==> src/disp_defines.svh <==
`ifndef DISP_DEFINES_SVH
`define DISP_DEFINES_SVH

// number of disparity candidates per pixel.
`define DISP_NUM_CAND 21

// raw correlation score and the reported upper bits of the winner.
`define DISP_SCORE_W 11
`define DISP_OUT_W 8

`define DISP_INDEX_W 5
`define DISP_CNT_W 16

// register bus.
`define DISP_APB_AW 8
`define DISP_APB_DW 32

`endif

==> src/disp_regs_pkg.sv <==
`include "disp_defines.svh"

package disp_regs_pkg;

    // register offsets.
    localparam logic [`DISP_APB_AW-1:0] REG_CTRL       = 'h00;
    localparam logic [`DISP_APB_AW-1:0] REG_THRESH     = 'h04;
    localparam logic [`DISP_APB_AW-1:0] REG_MATCH_CNT  = 'h08;
    localparam logic [`DISP_APB_AW-1:0] REG_REJECT_CNT = 'h0C;
    localparam logic [`DISP_APB_AW-1:0] REG_LAST       = 'h10;

    // control register fields.
    localparam int CTRL_ENABLE_BIT = 0;
    localparam int CTRL_CLEAR_BIT  = 1;

    // bus phase seen by the slave.
    typedef enum logic [1:0]
    {
        IDLE,
        SETUP,
        ACCESS
    } apb_state_t;

endpackage

==> src/disp_types_pkg.sv <==
`include "disp_defines.svh"

package disp_types_pkg;

    // one correlation score as produced by the correlation engine.
    typedef logic [`DISP_SCORE_W-1:0] score_t;

    // upper bits of the winning score, as reported on the result stream.
    typedef logic [`DISP_OUT_W-1:0] out_score_t;

    // disparity index of a candidate.
    typedef logic [`DISP_INDEX_W-1:0] index_t;

    // match and reject counters.
    typedef logic [`DISP_CNT_W-1:0] count_t;

endpackage

==> src/disp_apb_regs.sv <==
`timescale 1ns/1ps
`include "disp_defines.svh"

module disp_apb_regs
(
    input  logic                        clk,
    input  logic                        reset,
    input  logic                        psel,
    input  logic                        penable,
    input  logic                        pwrite,
    input  logic [`DISP_APB_AW-1:0]     paddr,
    input  logic [`DISP_APB_DW-1:0]     pwdata,
    output logic [`DISP_APB_DW-1:0]     prdata,
    output logic                        pready,
    output logic                        pslverr,
    output logic                        enable,
    output disp_types_pkg::out_score_t  threshold,
    output logic                        clear,
    input  disp_types_pkg::count_t      match_count,
    input  disp_types_pkg::count_t      reject_count,
    input  disp_types_pkg::out_score_t  last_score,
    input  disp_types_pkg::index_t      last_index,
    input  logic                        last_match
);

    // phase the bus was in during the previous cycle.
    disp_regs_pkg::apb_state_t state;

    logic                    access;
    logic                    mapped;
    logic [`DISP_APB_DW-1:0] rdata;

    always_ff @(posedge clk)
    begin
        if (reset)
        begin
            state <= disp_regs_pkg::IDLE;
        end
        else
        begin
            case (state)
                disp_regs_pkg::SETUP:
                begin
                    if (psel && penable)
                        state <= disp_regs_pkg::ACCESS;
                    else if (psel)
                        state <= disp_regs_pkg::SETUP;
                    else
                        state <= disp_regs_pkg::IDLE;
                end
                default:
                begin
                    if (psel && !penable)
                        state <= disp_regs_pkg::SETUP;
                    else
                        state <= disp_regs_pkg::IDLE;
                end
            endcase
        end
    end

    // an access phase only counts when it follows a setup phase.
    assign access  = (state == disp_regs_pkg::SETUP) && psel && penable;
    assign pready  = 1'b1;
    assign pslverr = access && !mapped;
    assign prdata  = access ? rdata : '0;

    always_comb
    begin
        rdata  = '0;
        mapped = 1'b1;
        case (paddr)
            disp_regs_pkg::REG_CTRL:       rdata[disp_regs_pkg::CTRL_ENABLE_BIT] = enable;
            disp_regs_pkg::REG_THRESH:     rdata[`DISP_OUT_W-1:0] = threshold;
            disp_regs_pkg::REG_MATCH_CNT:  rdata[`DISP_CNT_W-1:0] = match_count;
            disp_regs_pkg::REG_REJECT_CNT: rdata[`DISP_CNT_W-1:0] = reject_count;
            disp_regs_pkg::REG_LAST:
            begin
                rdata[16]                 = last_match;
                rdata[8 +: `DISP_OUT_W]   = last_score;
                rdata[`DISP_INDEX_W-1:0]  = last_index;
            end
            default:                       mapped = 1'b0;
        endcase
    end

    always_ff @(posedge clk)
    begin
        if (reset)
        begin
            enable    <= 1'b0;
            threshold <= '0;
            clear     <= 1'b0;
        end
        else
        begin
            clear <= 1'b0;
            if (access && pwrite)
            begin
                case (paddr)
                    disp_regs_pkg::REG_CTRL:
                    begin
                        enable <= pwdata[disp_regs_pkg::CTRL_ENABLE_BIT];
                        clear  <= pwdata[disp_regs_pkg::CTRL_CLEAR_BIT];
                    end
                    disp_regs_pkg::REG_THRESH: threshold <= pwdata[`DISP_OUT_W-1:0];
                    // counters and last result are read only.
                    default: ;
                endcase
            end
        end
    end

endmodule

==> src/disp_result_filter.sv <==
`timescale 1ns/1ps

module disp_result_filter
(
    input  logic                        clk,
    input  logic                        reset,
    input  logic                        max_valid,
    input  disp_types_pkg::out_score_t  max_score,
    input  disp_types_pkg::index_t      max_index,
    input  logic                        enable,
    input  disp_types_pkg::out_score_t  threshold,
    input  logic                        clear,
    output logic                        result_valid,
    output disp_types_pkg::out_score_t  result_score,
    output disp_types_pkg::index_t      result_index,
    output logic                        result_match,
    output disp_types_pkg::count_t      match_count,
    output disp_types_pkg::count_t      reject_count,
    output disp_types_pkg::out_score_t  last_score,
    output disp_types_pkg::index_t     last_index,
    output logic                        last_match
);

    logic accept;
    logic hit;

    // results arriving while disabled are dropped.
    assign accept = max_valid && enable;
    assign hit    = (max_score >= threshold);

    always_ff @(posedge clk)
    begin
        if (reset)
        begin
            result_valid <= 1'b0;
            last_score   <= '0;
            last_index   <= '0;
            last_match   <= 1'b0;
        end
        else
        begin
            result_valid <= accept;
            if (accept)
            begin
                last_score <= max_score;
                last_index <= max_index;
                last_match <= hit;
            end
        end
    end

    // clear wins over a result in the same cycle. counters stick at all ones.
    always_ff @(posedge clk)
    begin
        if (reset || clear)
        begin
            match_count  <= '0;
            reject_count <= '0;
        end
        else if (accept)
        begin
            if (hit && (match_count != '1))
                match_count <= match_count + 1'b1;
            if (!hit && (reject_count != '1))
                reject_count <= reject_count + 1'b1;
        end
    end

    // the stream shows the result just captured.
    assign result_score = last_score;
    assign result_index = last_index;
    assign result_match = last_match;

endmodule

==> src/disp_select_top.sv <==
`timescale 1ns/1ps
`include "disp_defines.svh"

module disp_select_top
(
    input  logic                                       clk,
    input  logic                                       reset,
    input  logic                                       score_valid,
    input  logic [`DISP_NUM_CAND*`DISP_SCORE_W-1:0]    scores,
    output logic                                       result_valid,
    output disp_types_pkg::index_t                     result_index,
    output disp_types_pkg::out_score_t                 result_score,
    output logic                                       result_match,
    input  logic                                       psel,
    input  logic                                       penable,
    input  logic                                       pwrite,
    input  logic [`DISP_APB_AW-1:0]                    paddr,
    input  logic [`DISP_APB_DW-1:0]                    pwdata,
    output logic [`DISP_APB_DW-1:0]                    prdata,
    output logic                                       pready,
    output logic                                       pslverr
);

    logic                        max_valid;
    disp_types_pkg::out_score_t  max_score;
    disp_types_pkg::index_t      max_index;

    logic                        enable;
    disp_types_pkg::out_score_t  threshold;
    logic                        clear;

    disp_types_pkg::count_t      match_count;
    disp_types_pkg::count_t      reject_count;
    disp_types_pkg::out_score_t  last_score;
    disp_types_pkg::index_t      last_index;
    logic                        last_match;

    find_max u_find_max
    (
        .clk         (clk),
        .reset       (reset),
        .score_valid (score_valid),
        .scores      (scores),
        .max_valid   (max_valid),
        .max_score   (max_score),
        .max_index   (max_index)
    );

    disp_result_filter u_filter
    (
        .clk          (clk),
        .reset        (reset),
        .max_valid    (max_valid),
        .max_score    (max_score),
        .max_index    (max_index),
        .enable       (enable),
        .threshold    (threshold),
        .clear        (clear),
        .result_valid (result_valid),
        .result_score (result_score),
        .result_index (result_index),
        .result_match (result_match),
        .match_count  (match_count),
        .reject_count (reject_count),
        .last_score   (last_score),
        .last_index   (last_index),
        .last_match   (last_match)
    );

    disp_apb_regs u_regs
    (
        .clk          (clk),
        .reset        (reset),
        .psel         (psel),
        .penable      (penable),
        .pwrite       (pwrite),
        .paddr        (paddr),
        .pwdata       (pwdata),
        .prdata       (prdata),
        .pready       (pready),
        .pslverr      (pslverr),
        .enable       (enable),
        .threshold    (threshold),
        .clear        (clear),
        .match_count  (match_count),
        .reject_count (reject_count),
        .last_score   (last_score),
        .last_index   (last_index),
        .last_match   (last_match)
    );

endmodule

==> src/find_max.sv <==
`timescale 1ns/1ps
`include "disp_defines.svh"

module find_max
(
    input  logic                                       clk,
    input  logic                                       reset,
    input  logic                                       score_valid,
    input  logic [`DISP_NUM_CAND*`DISP_SCORE_W-1:0]    scores,
    output logic                                       max_valid,
    output disp_types_pkg::out_score_t                 max_score,
    output disp_types_pkg::index_t                     max_index
);

    localparam int LEVELS = 5;
    localparam int L0_N = `DISP_NUM_CAND;
    localparam int L1_N = (L0_N + 1) / 2;
    localparam int L2_N = (L1_N + 1) / 2;
    localparam int L3_N = (L2_N + 1) / 2;
    localparam int L4_N = (L3_N + 1) / 2;

    disp_types_pkg::score_t cand [L0_N];

    disp_types_pkg::score_t l1_score [L1_N];
    disp_types_pkg::index_t l1_index [L1_N];
    disp_types_pkg::score_t l2_score [L2_N];
    disp_types_pkg::index_t l2_index [L2_N];
    disp_types_pkg::score_t l3_score [L3_N];
    disp_types_pkg::index_t l3_index [L3_N];
    disp_types_pkg::score_t l4_score [L4_N];
    disp_types_pkg::index_t l4_index [L4_N];
    disp_types_pkg::score_t l5_score;
    disp_types_pkg::index_t l5_index;

    logic [LEVELS-1:0] valid_pipe;

    always_comb
    begin
        for (int k = 0; k < L0_N; k++)
        begin
            cand[k] = scores[k*`DISP_SCORE_W +: `DISP_SCORE_W];
        end
    end

    // each compare keeps the right operand unless the left is strictly
    // greater, so ties go to the higher index.
    always_ff @(posedge clk)
    begin
        for (int i = 0; i < L0_N / 2; i++)
        begin
            if (cand[2*i] > cand[2*i+1])
            begin
                l1_score[i] <= cand[2*i];
                l1_index[i] <= disp_types_pkg::index_t'(2*i);
            end
            else
            begin
                l1_score[i] <= cand[2*i+1];
                l1_index[i] <= disp_types_pkg::index_t'(2*i+1);
            end
        end
        // last candidate has no partner here.
        l1_score[L1_N-1] <= cand[L0_N-1];
        l1_index[L1_N-1] <= disp_types_pkg::index_t'(L0_N-1);

        for (int i = 0; i < L1_N / 2; i++)
        begin
            if (l1_score[2*i] > l1_score[2*i+1])
            begin
                l2_score[i] <= l1_score[2*i];
                l2_index[i] <= l1_index[2*i];
            end
            else
            begin
                l2_score[i] <= l1_score[2*i+1];
                l2_index[i] <= l1_index[2*i+1];
            end
        end
        l2_score[L2_N-1] <= l1_score[L1_N-1];
        l2_index[L2_N-1] <= l1_index[L1_N-1];

        for (int i = 0; i < L3_N; i++)
        begin
            if (l2_score[2*i] > l2_score[2*i+1])
            begin
                l3_score[i] <= l2_score[2*i];
                l3_index[i] <= l2_index[2*i];
            end
            else
            begin
                l3_score[i] <= l2_score[2*i+1];
                l3_index[i] <= l2_index[2*i+1];
            end
        end

        if (l3_score[0] > l3_score[1])
        begin
            l4_score[0] <= l3_score[0];
            l4_index[0] <= l3_index[0];
        end
        else
        begin
            l4_score[0] <= l3_score[1];
            l4_index[0] <= l3_index[1];
        end
        l4_score[L4_N-1] <= l3_score[L3_N-1];
        l4_index[L4_N-1] <= l3_index[L3_N-1];

        if (l4_score[0] > l4_score[1])
        begin
            l5_score <= l4_score[0];
            l5_index <= l4_index[0];
        end
        else
        begin
            l5_score <= l4_score[1];
            l5_index <= l4_index[1];
        end
    end

    always_ff @(posedge clk)
    begin
        if (reset)
        begin
            valid_pipe <= '0;
            max_valid  <= 1'b0;
        end
        else
        begin
            valid_pipe <= {valid_pipe[LEVELS-2:0], score_valid};
            max_valid  <= valid_pipe[LEVELS-1];
        end
    end

    always_ff @(posedge clk)
    begin
        if (valid_pipe[LEVELS-1])
        begin
            max_score <= l5_score[`DISP_SCORE_W-1 -: `DISP_OUT_W];
            max_index <= l5_index;
        end
    end

endmodule

==> config.mk <==
export PLATFORM = sky130hd
export DESIGN_NAME = disp_select_top
export DESIGN_NICKNAME = d
export VERILOG_FILES = /design/src/disp_regs_pkg.sv /design/src/disp_types_pkg.sv /design/src/disp_apb_regs.sv /design/src/disp_result_filter.sv /design/src/disp_select_top.sv /design/src/find_max.sv
export VERILOG_INCLUDE_DIRS = /design/src
export SDC_FILE = /design/constraint.sdc
export NUM_CORES = 1
export LEC_CHECK = 0
export BUFFER_PORTS_ARGS = -buffer_cell sky130_fd_sc_hd__buf_2
export CAP_MARGIN = 20
export CORE_UTILIZATION = 40
export CTS_BUF_LIST = sky130_fd_sc_hd__clkbuf_8
export DETAILED_ROUTE_END_ITERATION = 8
export HOLD_SLACK_MARGIN = 0.12
export PLACE_DENSITY_LB_ADDON = 0.12
export SLEW_MARGIN = 20
export SYNTH_ARGS = -nofsm -noshare
export SYNTH_HDL_FRONTEND = slang
export SYNTH_HIERARCHICAL = 1
export SYNTH_SLANG_ARGS = --single-unit
export TNS_END_PERCENT = 30
==> constraint.sdc <==
create_clock -name clk -period 2.4 [get_ports clk]
set_input_delay 0.48 -clock clk [delete_from_list [all_inputs] [get_ports clk]]
set_output_delay 0.48 -clock clk [all_outputs]
set_load 0.02 [all_outputs]
### Word level (Yosys, flattened, before mapping)

Memories as Yosys holds them, arrays and structs flattened.
Cells that the tools add are included.

* memories kept: 8
* register bits: 94
* word-level logic and storage cells: 222
* bits in writable memories: 352
* output and inout bits: 49
* bits of input ports: 277

Memories
* u_find_max.l1_score: depth 11, width 11, rd ports 11, clocked after memory_dff 0, write ports 11, RTL line find_max.sv:24 `disp_types_pkg::score_t l1_score [L1_N];`
* u_find_max.l2_score: depth 6, width 11, rd ports 6, clocked after memory_dff 0, write ports 6, RTL line find_max.sv:26 `disp_types_pkg::score_t l2_score [L2_N];`
* u_find_max.l1_index: depth 11, width 5, rd ports 11, clocked after memory_dff 0, write ports 11, RTL line find_max.sv:25 `disp_types_pkg::index_t l1_index [L1_N];`
* u_find_max.l3_score: depth 3, width 11, rd ports 3, clocked after memory_dff 0, write ports 3, RTL line find_max.sv:28 `disp_types_pkg::score_t l3_score [L3_N];`
* u_find_max.l2_index: depth 6, width 5, rd ports 6, clocked after memory_dff 0, write ports 6, RTL line find_max.sv:27 `disp_types_pkg::index_t l2_index [L2_N];`
* u_find_max.l4_score: depth 2, width 11, rd ports 2, clocked after memory_dff 0, write ports 2, RTL line find_max.sv:30 `disp_types_pkg::score_t l4_score [L4_N];`
* +2 memories

* magnitude comparators: 21
* multiplexer cells: 108
* reductions and logical operators: 20
* equal/unequal tests: 7
* $add $sub $neg: 2
* bitwise operators: 40

Operators with widths (count)
* $gt 11x11->1: 20
* $mux 11: 20
* $mux 5: 20
* $mux 1: 61
* $or 1x1->1: 38
* $add 16x1->16 const B: 2
* $ne 16x16->1 const B: 2
* $pmux 8 s3: 1
* $mux 17: 1
* $eq 8x4->1 const B: 2
* $pmux 4 s4: 1
* $logic_and 1x1->1: 9
* $pmux 3 s3: 1
* $eq 8x3->1 const B: 1
* $eq 8x5->1 const B: 1
* $ge 8x8->1: 1
* $logic_not 8->1: 1
* $reduce_and 2->1: 4
* $pmux 1 s5: 1
* $reduce_or 5->1: 1
* $mux 2: 2
* $logic_not 1->1: 3
* $reduce_or 3->1: 1
* $eq 2x1->1 const B: 1
* 2 further kinds: 3

### Logic depth before layout (Yosys ltp)

Gate-level depths: netlist (run 1).

* depth in word-level cells: 6
* depth in mapped cells: 9
* mapped depth without buffers: 8

### Modules after synthesis

Netlist (run 1), hierarchy kept.

Modules (own cells, without submodules)
* find_max: area an instance 14799.2 um^2, cells each 1331, times used 1
* disp_result_filter: area an instance 2556.2 um^2, cells each 309, times used 1
* disp_apb_regs: area an instance 1198.6 um^2, cells each 146, times used 1

### Least setup slack after synthesis (run 1)

OpenSTA, ideal clock, no wires.

* path kind: input port to output port
* start: input paddr[7]
* end: output prdata[4]
* required time: 1.920 ns
* stages: 5
* path slack: -0.095 ns
* arrival time: 2.015 ns
* cell sequence: or4_4 > or3_1 > buf_2 > buf_2 > a21oi_1

* word-level cells in the longest chain between the ends: 3
* elaborated cells between the ends (all ways): 6

RTL lines
* start, declared: RTL line disp_select_top.sv:17 `` input logic [`DISP_APB_AW-1:0] paddr, ``
* $eq 8x5->1 (tied with other cells): RTL line disp_apb_regs.sv:72 `case (paddr)`
* $pmux 4 s4 *: RTL line disp_apb_regs.sv:72
* $mux 17 *: RTL line disp_apb_regs.sv:66 `assign prdata = access ? rdata : '0;`
* end, declared: RTL line disp_select_top.sv:19 `` output logic [`DISP_APB_DW-1:0] prdata, ``

Mark *: on every way between the ends. The rest lies on a longest branch, timed or not.

### Final worst setup path (run 1)

* start: register u_regs.state[1]
* end: output prdata[6]

* word-level cells in the longest chain between the ends: 4

RTL lines
* start, declared: RTL line disp_apb_regs.sv:27 `disp_regs_pkg::apb_state_t state;`
* start signal, assigned: RTL line disp_apb_regs.sv:37 `state <= disp_regs_pkg::IDLE;`
* start signal, assigned: RTL line disp_apb_regs.sv:45 `state <= disp_regs_pkg::ACCESS;`
* start signal, assigned: RTL line disp_apb_regs.sv:47 `state <= disp_regs_pkg::SETUP;`
* $eq 2x1->1: RTL line disp_apb_regs.sv:63 `assign access = (state == disp_regs_pkg::SETUP) && psel && penable;`
* $logic_and 1x1->1 (2 in series): RTL line disp_apb_regs.sv:63
* $mux 17: RTL line disp_apb_regs.sv:66

No other way between the ends.

==> results of run 1 <==
-- final timing paths --
| check | endpoint | from | slack (ps) | depth (start not counted) |
|---|---|---|---|---|
| worst max-delay path | prdata[6] | u_regs/state[1] | -50 | 5 |
| worst min register to register | u_find_max/l2_score[2][15] | u_find_max/l1_score[10][4] | 320 | 0 |
| worst max register to register | u_filter/reject_count[11] | u_find_max/max_score[1] | 160 | 6 |
| worst min-delay path | u_find_max/l1_score[6][2] | scores[145] | 180 | 2 |
-- layout by cell type (no fill, tap or decap), types with 11 or more instances in the layout --
cell type      instances
a211oi_1              19
a21o_1                24
a21oi_1               92
a22oi_1               16
a41oi_2               11
buf_2                268
buf_4                 55
buf_6                 14
clkbuf_8              87
conb_1                16
dfxtp_1              356
dlygate4sd3_1        236
edfxtp_1              13
ha_1                 229
inv_1                267
mux2_2               223
mux2_4                19
mux2i_1               17
nand2_1               71
nand2b_1              17
nand3_1               34
nand4_1               51
nor2_1                27
nor3_1                17
o21ai_0               42
o2bb2ai_1             19
o31ai_1               13
or4_1                 15
-- logic make-up after synthesis --
logic type | synth area share, %
adders and majority gates | 15.51
AOI/OAI and AO/OA | 10.30
buffers and inverters | 8.038
DFF | 40.52
muxes | 16.09
and+or+nand+nor | 9.502
other | 0.04048
-- worst reg2reg max path: stages (launching register included) --
cell	delay, ps
edfxtp_1	420
ha_1	350
a2111oi_4	400
o311ai_2	170
buf_12	190
or4_1	520
a21oi_1	150
-- registers in the layout (all words and copies together), names as in the netlist, 2 cells and up --
register and count:
u_filter/match_count 16, u_regs/threshold 8, u_find_max/l3_index 9, u_find_max/l3_score 33
u_find_max/l1_score 121, u_find_max/max_score 8, u_find_max/valid_pipe 5, u_find_max/l5_index 5
u_find_max/l2_index 10, u_find_max/l5_score 8, u_regs/state 2, u_find_max/max_index 5
u_find_max/l4_index 7, u_find_max/l4_score 22, u_find_max/l1_index 10, u_filter/last_score 8
u_find_max/l2_score 66, u_filter/reject_count 16, u_filter/last_index 5
-- layout make-up --
| cell class | instances | area, um^2 |
|---|---|---|
| clock buffers | 87 | 1197 |
| clock inverters | 26 | 151.4 |
| fillers | 4029 | 20880 |
| inverters | 252 | 945.9 |
| multi-input cells | 1100 | 9754 |
| flip-flops and latches | 369 | 7517 |
| well taps | 600 | 750.7 |
| repair buffers | 578 | 4377 |
-- routing by layer --
| metal | global-route usage [%] | vias up | routed length, um |
|---|---|---|---|
| met3 | 3.452 | 96 | 1831 |
| met2 | 34.30 | 302 | 22710 |
| met1 | 23.70 | 6749 | 20570 |
| met5 | 0 | - | 0 |
| met4 | 8.357 | 0 | 1296 |
| li1 | - | 7446 | - |
-- synth_stat cells, types with 20 or more instances --
master    instances
buf_4            46
o21ai_0          44
nand4_1          51
a211oi_1         20
nor2_1           39
mux2_2          224
nand3_1          34
a21oi_1          98
a21o_1           24
nor3_1           22
nand2_1          71
inv_1           252
dfxtp_1         356
ha_1            230
-- repair_timing --
item	4_1_cts	5_1_grt
gates resized for setup	50	22
hold buffers	236	0
endpoints found under the setup margin	17	56
cloned	1	0
endpoints found under the hold margin	128	0
pin swaps	7	5
-- report_power, final --
part	internal, uW	switching (uW)	total (uW)
clock	3340	2550	5900
combinational	3110	2500	5620
sequential	7460	634	8100
total	13900	5690	19600
-- metrics by stage --
stage,util (%),hold WS (ps)
2_1_floorplan,-,309.6
3_3_place_gp,45.42,312.7
3_5_place_dp,45.42,312.1
4_1_cts,53.97,123.8
5_1_grt,54.18,140.3
6_report,54.18,176.1
==> impl_metrics.csv, run 1 <==
group,metric,value,unit
flow_run,cap_violations,0,
status,status,"complete, but fails checks",
setup_path,critPathSlowestCell,"or3_4",
final_layout,finalInstanceArea,0.02469,mm^2
floorplan,die_area,0.04725,mm^2
sta,max_freq,407.8,MHz
setup_path,critPathLaunchType,"flop",
setup_path,critPathTopFamily,"simple AND/OR/NAND/NOR gates",
setup_path,cp_data_required_time,1920,ps
final_layout,area_growth,33.09,%
sta,fin_skew,24.95,ps
setup_path,crit_fanout,7,
sta,setup-tns-final,-464.6,ps
cts,htreeDepth,3,
final_layout,final_layout_size_suffix_gt1_share,30.60,%
sta,finalHoldViolCount,0,
yosys,synth.distinct_cells,67,
cts,clock-sinks,369,
cts,cts_tree,"yes",
setup_path,end_kind,"output pin",
floorplan,num_rows,78,
yosys,async_flop_share,0,%
power,vdd_drop_max,0.3914,mV
cts,cts.clk_slew.worst_paths,50,ps
yosys,ys_ff_latch,369,
floorplan,start_util,40.71,%
cts,post_cts_buffers,0,
yosys,yosys_warnings,6,
sta,drv_slew,0,
yosys,synth_largest_area_cell,"dfxtp_1",
route,drt_iter0_markers,578,
yosys,synth.top_cell.area_share,38.41,%
route,drc_errors,0,
cts,clockBufferDepth,3,
floorplan,die_x,217.4,um
sta,worst_pin_slew,650.7,ps
cts,clock_latency,620,ps
placed_design,gp_congestion,0.8945,
cts,cts-root-buf,"clkbuf_8",
placed_design,dp_slack,-72.66,ps
placed_design,dp.final_hpwl,33.26,mm
sta,fin_crit_sh,102.2,%
power,leakage,0.01143,uW
route,vias,14590,
sta,setup_ws,-52.05,ps
setup_path,path_buf_inv,2,
yosys,synth-edff-count,13,
yosys,ys.flop_type,"dfxtp_1",
route,drt_wl_total,46.41,mm
cts,cts-buffers-inserted,66,
power,powerDensity,794.2,mW/mm^2
sta,setup_viol_count_final,13,
power,fin_total_pwr,19610,uW
route,ant_nets,0,
setup_path,crit_arrival,1970,ps
sta,min_period,2452,ps
yosys,netlist_area,0.01855,mm^2
global_routing,gr-total-overflow,0,
yosys,syn_area_per_cell,10.39,um^2
yosys,synth.yosys.seq_area_share,40.52,%
global_routing,gr-usage-all-layers,19.68,%
status,failed_checks,"negative setup slack",
floorplan,core_area,0.04558,mm^2
global_routing,grt_pass1_wl,74.91,mm
floorplan,boundaryPins,326,
yosys,synth_area_leaders,"dfxtp_1, ha_1, mux2_2, inv_1, a21oi_1",
setup_path,worst-setup-path-type,"flop to output pin",
placed_design,placed_area,0.02070,mm^2
global_routing,grt_max_degree,38,
route,vias_per_cell,4.845,
route,firstDrtPassIters,4,
placed_design,io_buffers,285,
final_layout,nets,2874,
route,wl_per_cell,15.41,um
yosys,syn_inst,1786,
sta,slew_headroom,56.56,%
floorplan,die_h,217.4,um
global_routing,antenna_found_initial,0,
placed_design,place_inst,2662,
final_layout,insertedDiodeCount,0,
sta,rsz0062_at_grt,"true",
setup_path,slowest_delay,410,ps
global_routing,grt_pass1_vias,15540,
setup_path,cp_cell_sequence,"nand4b_1 > or3_4 > buf_8 > nor3_2 > buf_4",
worst_hold_path,min_path_type,"input port to flop",
final_layout,fin_cells,3012,
No activity file was read; power rests on OpenSTA's default activity.
==> run 2: changes to the inputs <==
--- a/config.mk
+++ b/config.mk
@@ -13,6 +13,7 @@
 export DETAILED_ROUTE_END_ITERATION = 8
 export HOLD_SLACK_MARGIN = 0.12
 export PLACE_DENSITY_LB_ADDON = 0.12
+export SKIP_LAST_GASP = 1
 export SLEW_MARGIN = 20
 export SYNTH_ARGS = -nofsm -noshare
 export SYNTH_HDL_FRONTEND = slang
==> run 2 against run 1 <==
  * The run still ends with negative setup slack left
  * Combinational power barely moved
  * Global-route usage barely moved
  * Wire length barely moved
  * Sequential share of layout area barely moved
  * Flip-flop and latch count did not move
  * Total power barely moved
  * Setup slack got worse by 32 ps
  * Sequential power barely moved
  * Final cell count barely moved
  * Clock power barely moved
  * Maximum frequency fell by 1.3%
  * Critical path depth did not move
  * Highest routed layer unchanged
==> impl_metrics.csv, run 2 (same netlist as run 1, synthesis figures left out) <==
group,metric,value,unit
global_routing,grt_pass1_vias,15510,
setup_path,reg2reg_slack,110,ps
floorplan,die_area,0.04725,mm^2
sta,fin_skew,25.36,ps
global_routing,gr-usage-all-layers,19.66,%
final_layout,nets,2873,
status,failed_checks,"negative setup slack",
floorplan,die_x,217.4,um
cts,cts-root-buf,"clkbuf_8",
worst_hold_path,holdCritStartpoint,"scores[145]",
route,routed.top_layer,"met4",
route,drt_iter0_markers,537,
route,vias_per_cell,4.858,
global_routing,gr-total-overflow,0,
sta,setup_ws,-83.93,ps
sta,slew_headroom,57.04,%
sta,drv_slew,0,
setup_path,crit_arrival,2000,ps
cts,cts_tree,"yes",
final_layout,largest_register,"u_find_max/l1_score",
final_layout,finalInstanceArea,0.02473,mm^2
worst_hold_path,hold_end,"u_find_max/l1_score[6][2]",
final_layout,insertedDiodeCount,0,
placed_design,io_buffers,285,
final_layout,final_layout_size_suffix_gt1_share,30.69,%
cts,clock_latency,620,ps
sta,setup_viol_count_final,15,
placed_design,dp.final_hpwl,33.26,mm
worst_hold_path,min_path_type,"input port to flop",
cts,cts.clk_slew.worst_paths,50,ps
cts,clockBufferDepth,3,
floorplan,core_area,0.04558,mm^2
placed_design,gp_congestion,0.8945,
floorplan,start_util,40.71,%
setup_path,cp_data_required_time,1920,ps
status,status,"complete, but fails checks",
cts,htreeDepth,3,
cts,clock-sinks,369,
worst_hold_path,hold_depth,2,
floorplan,boundaryPins,326,
sta,min_period,2484,ps
route,ant_nets,0,
final_layout,fin_util,54.27,%
sta,worst_pin_slew,643.5,ps
sta,finalHoldViolCount,0,
final_layout,fin_cells,3011,
route,firstDrtPassIters,5,
final_layout,final_common_cell,"dfxtp_1",
route,drt_wl_total,46.44,mm
setup_path,crit_fanout,4,
setup_path,critPathLaunchType,"flop",
floorplan,die_h,217.4,um
power,leakage,0.01144,uW
global_routing,grt_max_degree,38,
route,met3WireLength,1.936,mm
final_layout,area_growth,33.30,%
floorplan,num_rows,78,
setup_path,worst-setup-path-type,"flop to output pin",
route,vias,14630,
final_layout,largest_reg_flops,121,
final_layout,reg_top3,"u_find_max/l1_score: 121 flops, u_find_max/l2_score: 66 flops, u_find_max/l3_score: 33 flops",
sta,fin_crit_sh,103.5,%
global_routing,grt_pass1_wl,74.80,mm
placed_design,placed_area,0.02070,mm^2
flow_run,cap_violations,0,
setup_path,crit-reg2reg-launch,"u_find_max/max_score[0]",
route,m1WireLength,20.53,mm
setup_path,r2r_cells,8,
setup_path,end_kind,"output pin",
setup_path,regToRegEndpoint,"u_filter/reject_count[15]",
placed_design,place_inst,2662,
final_layout,layout_common_cells,"dfxtp_1, buf_2, inv_1",
route,wl_met2,22.64,mm
route,wl_per_cell,15.42,um
power,vdd_drop_max,0.3910,mV
sta,max_freq,402.6,MHz
power,powerDensity,793.6,mW/mm^2
sta,rsz0062_at_grt,"true",
cts,cts-buffers-inserted,66,
global_routing,antenna_found_initial,0,
route,drc_errors,0,
run 2: changes by cell type in the layout (fill, tap and decap cells not counted), moves of 2 or more:
| cell | change |
|---|---|
| buf_4 | +3 |
| ha_1 | -5 |
| nor2_4 | -2 |
| buf_6 | -3 |
| nor3_4 | +2 |
| ha_4 | +5 |
| nor3_2 | -3 |
| inv_2 | +3 |
| inv_1 | -3 |
| nor2_1 | +3 |
run 2: through the flow:
step	TNS, ps	hold WS [ps]	total power, uW	worst slack (ps)
final	-612.2	175.5	19630	-83.93
after global routing	-3080	140.3	20990	-174.4
after CTS	-1331	123.8	19950	-94.98
after detailed placement	-247.2	312.1	13550	-72.66
after global placement	-167.2	312.7	13450	-58.12
after floorplan	-697.0	309.6	12060	-76.46
run 2: critical path, stage by stage, from the launching register on:
cell	delay (ps)
dfxtp_1	290
nand4b_1	220
or3_4	410
buf_6	160
a21oi_2	130
buf_4	170
run 2: worst max-delay path by stage:
stage	slack (ps)	to	startpoint	cells past startpoint
floorplan	-80	prdata[5]	paddr[7]	4
global placement	-60	prdata[7]	paddr[7]	6
detailed placement	-70	prdata[5]	paddr[7]	6
CTS	-90	prdata[6]	u_regs/state[1]	5
global route	-170	prdata[1]	u_regs/state[1]	5
finish	-80	prdata[1]	u_regs/state[1]	5
run 2: where the power goes:
part	internal [uW]	leakage, uW	total (uW)	switching (uW)
clock	3340	0.000754	5900	2560
combinational	3120	0.00758	5630	2510
sequential	7460	0.00310	8100	633
run 2: area by class of cell:
class	count	area, um^2
well taps	600	750.7
flip-flops and latches	369	7517
clock inverters	26	151.4
fillers	4006	20840
inverters	252	945.9
repair buffers	577	4360
clock buffers	87	1197
multi-input cells	1100	9809
run 2: metal layers:
| metal | track usage [%] | vias to the layer above |
|---|---|---|
| li1 | - | 7446 |
| met1 | 23.64 | 6758 |
| met2 | 34.29 | 319 |
| met3 | 3.452 | 103 |
| met4 | 8.357 | 0 |
| met5 | 0 | - |
run 2: repair_timing:
item / 4_1_cts / 5_1_grt
cloned: 1 / 0
hold buffers: 236 / 0
setup endpoints to repair: 17 / 56
setup buffers: 0 / 0
resized for setup: 35 / 37
endpoints found under the hold margin: 128 / 0
pin swaps: 4 / 7
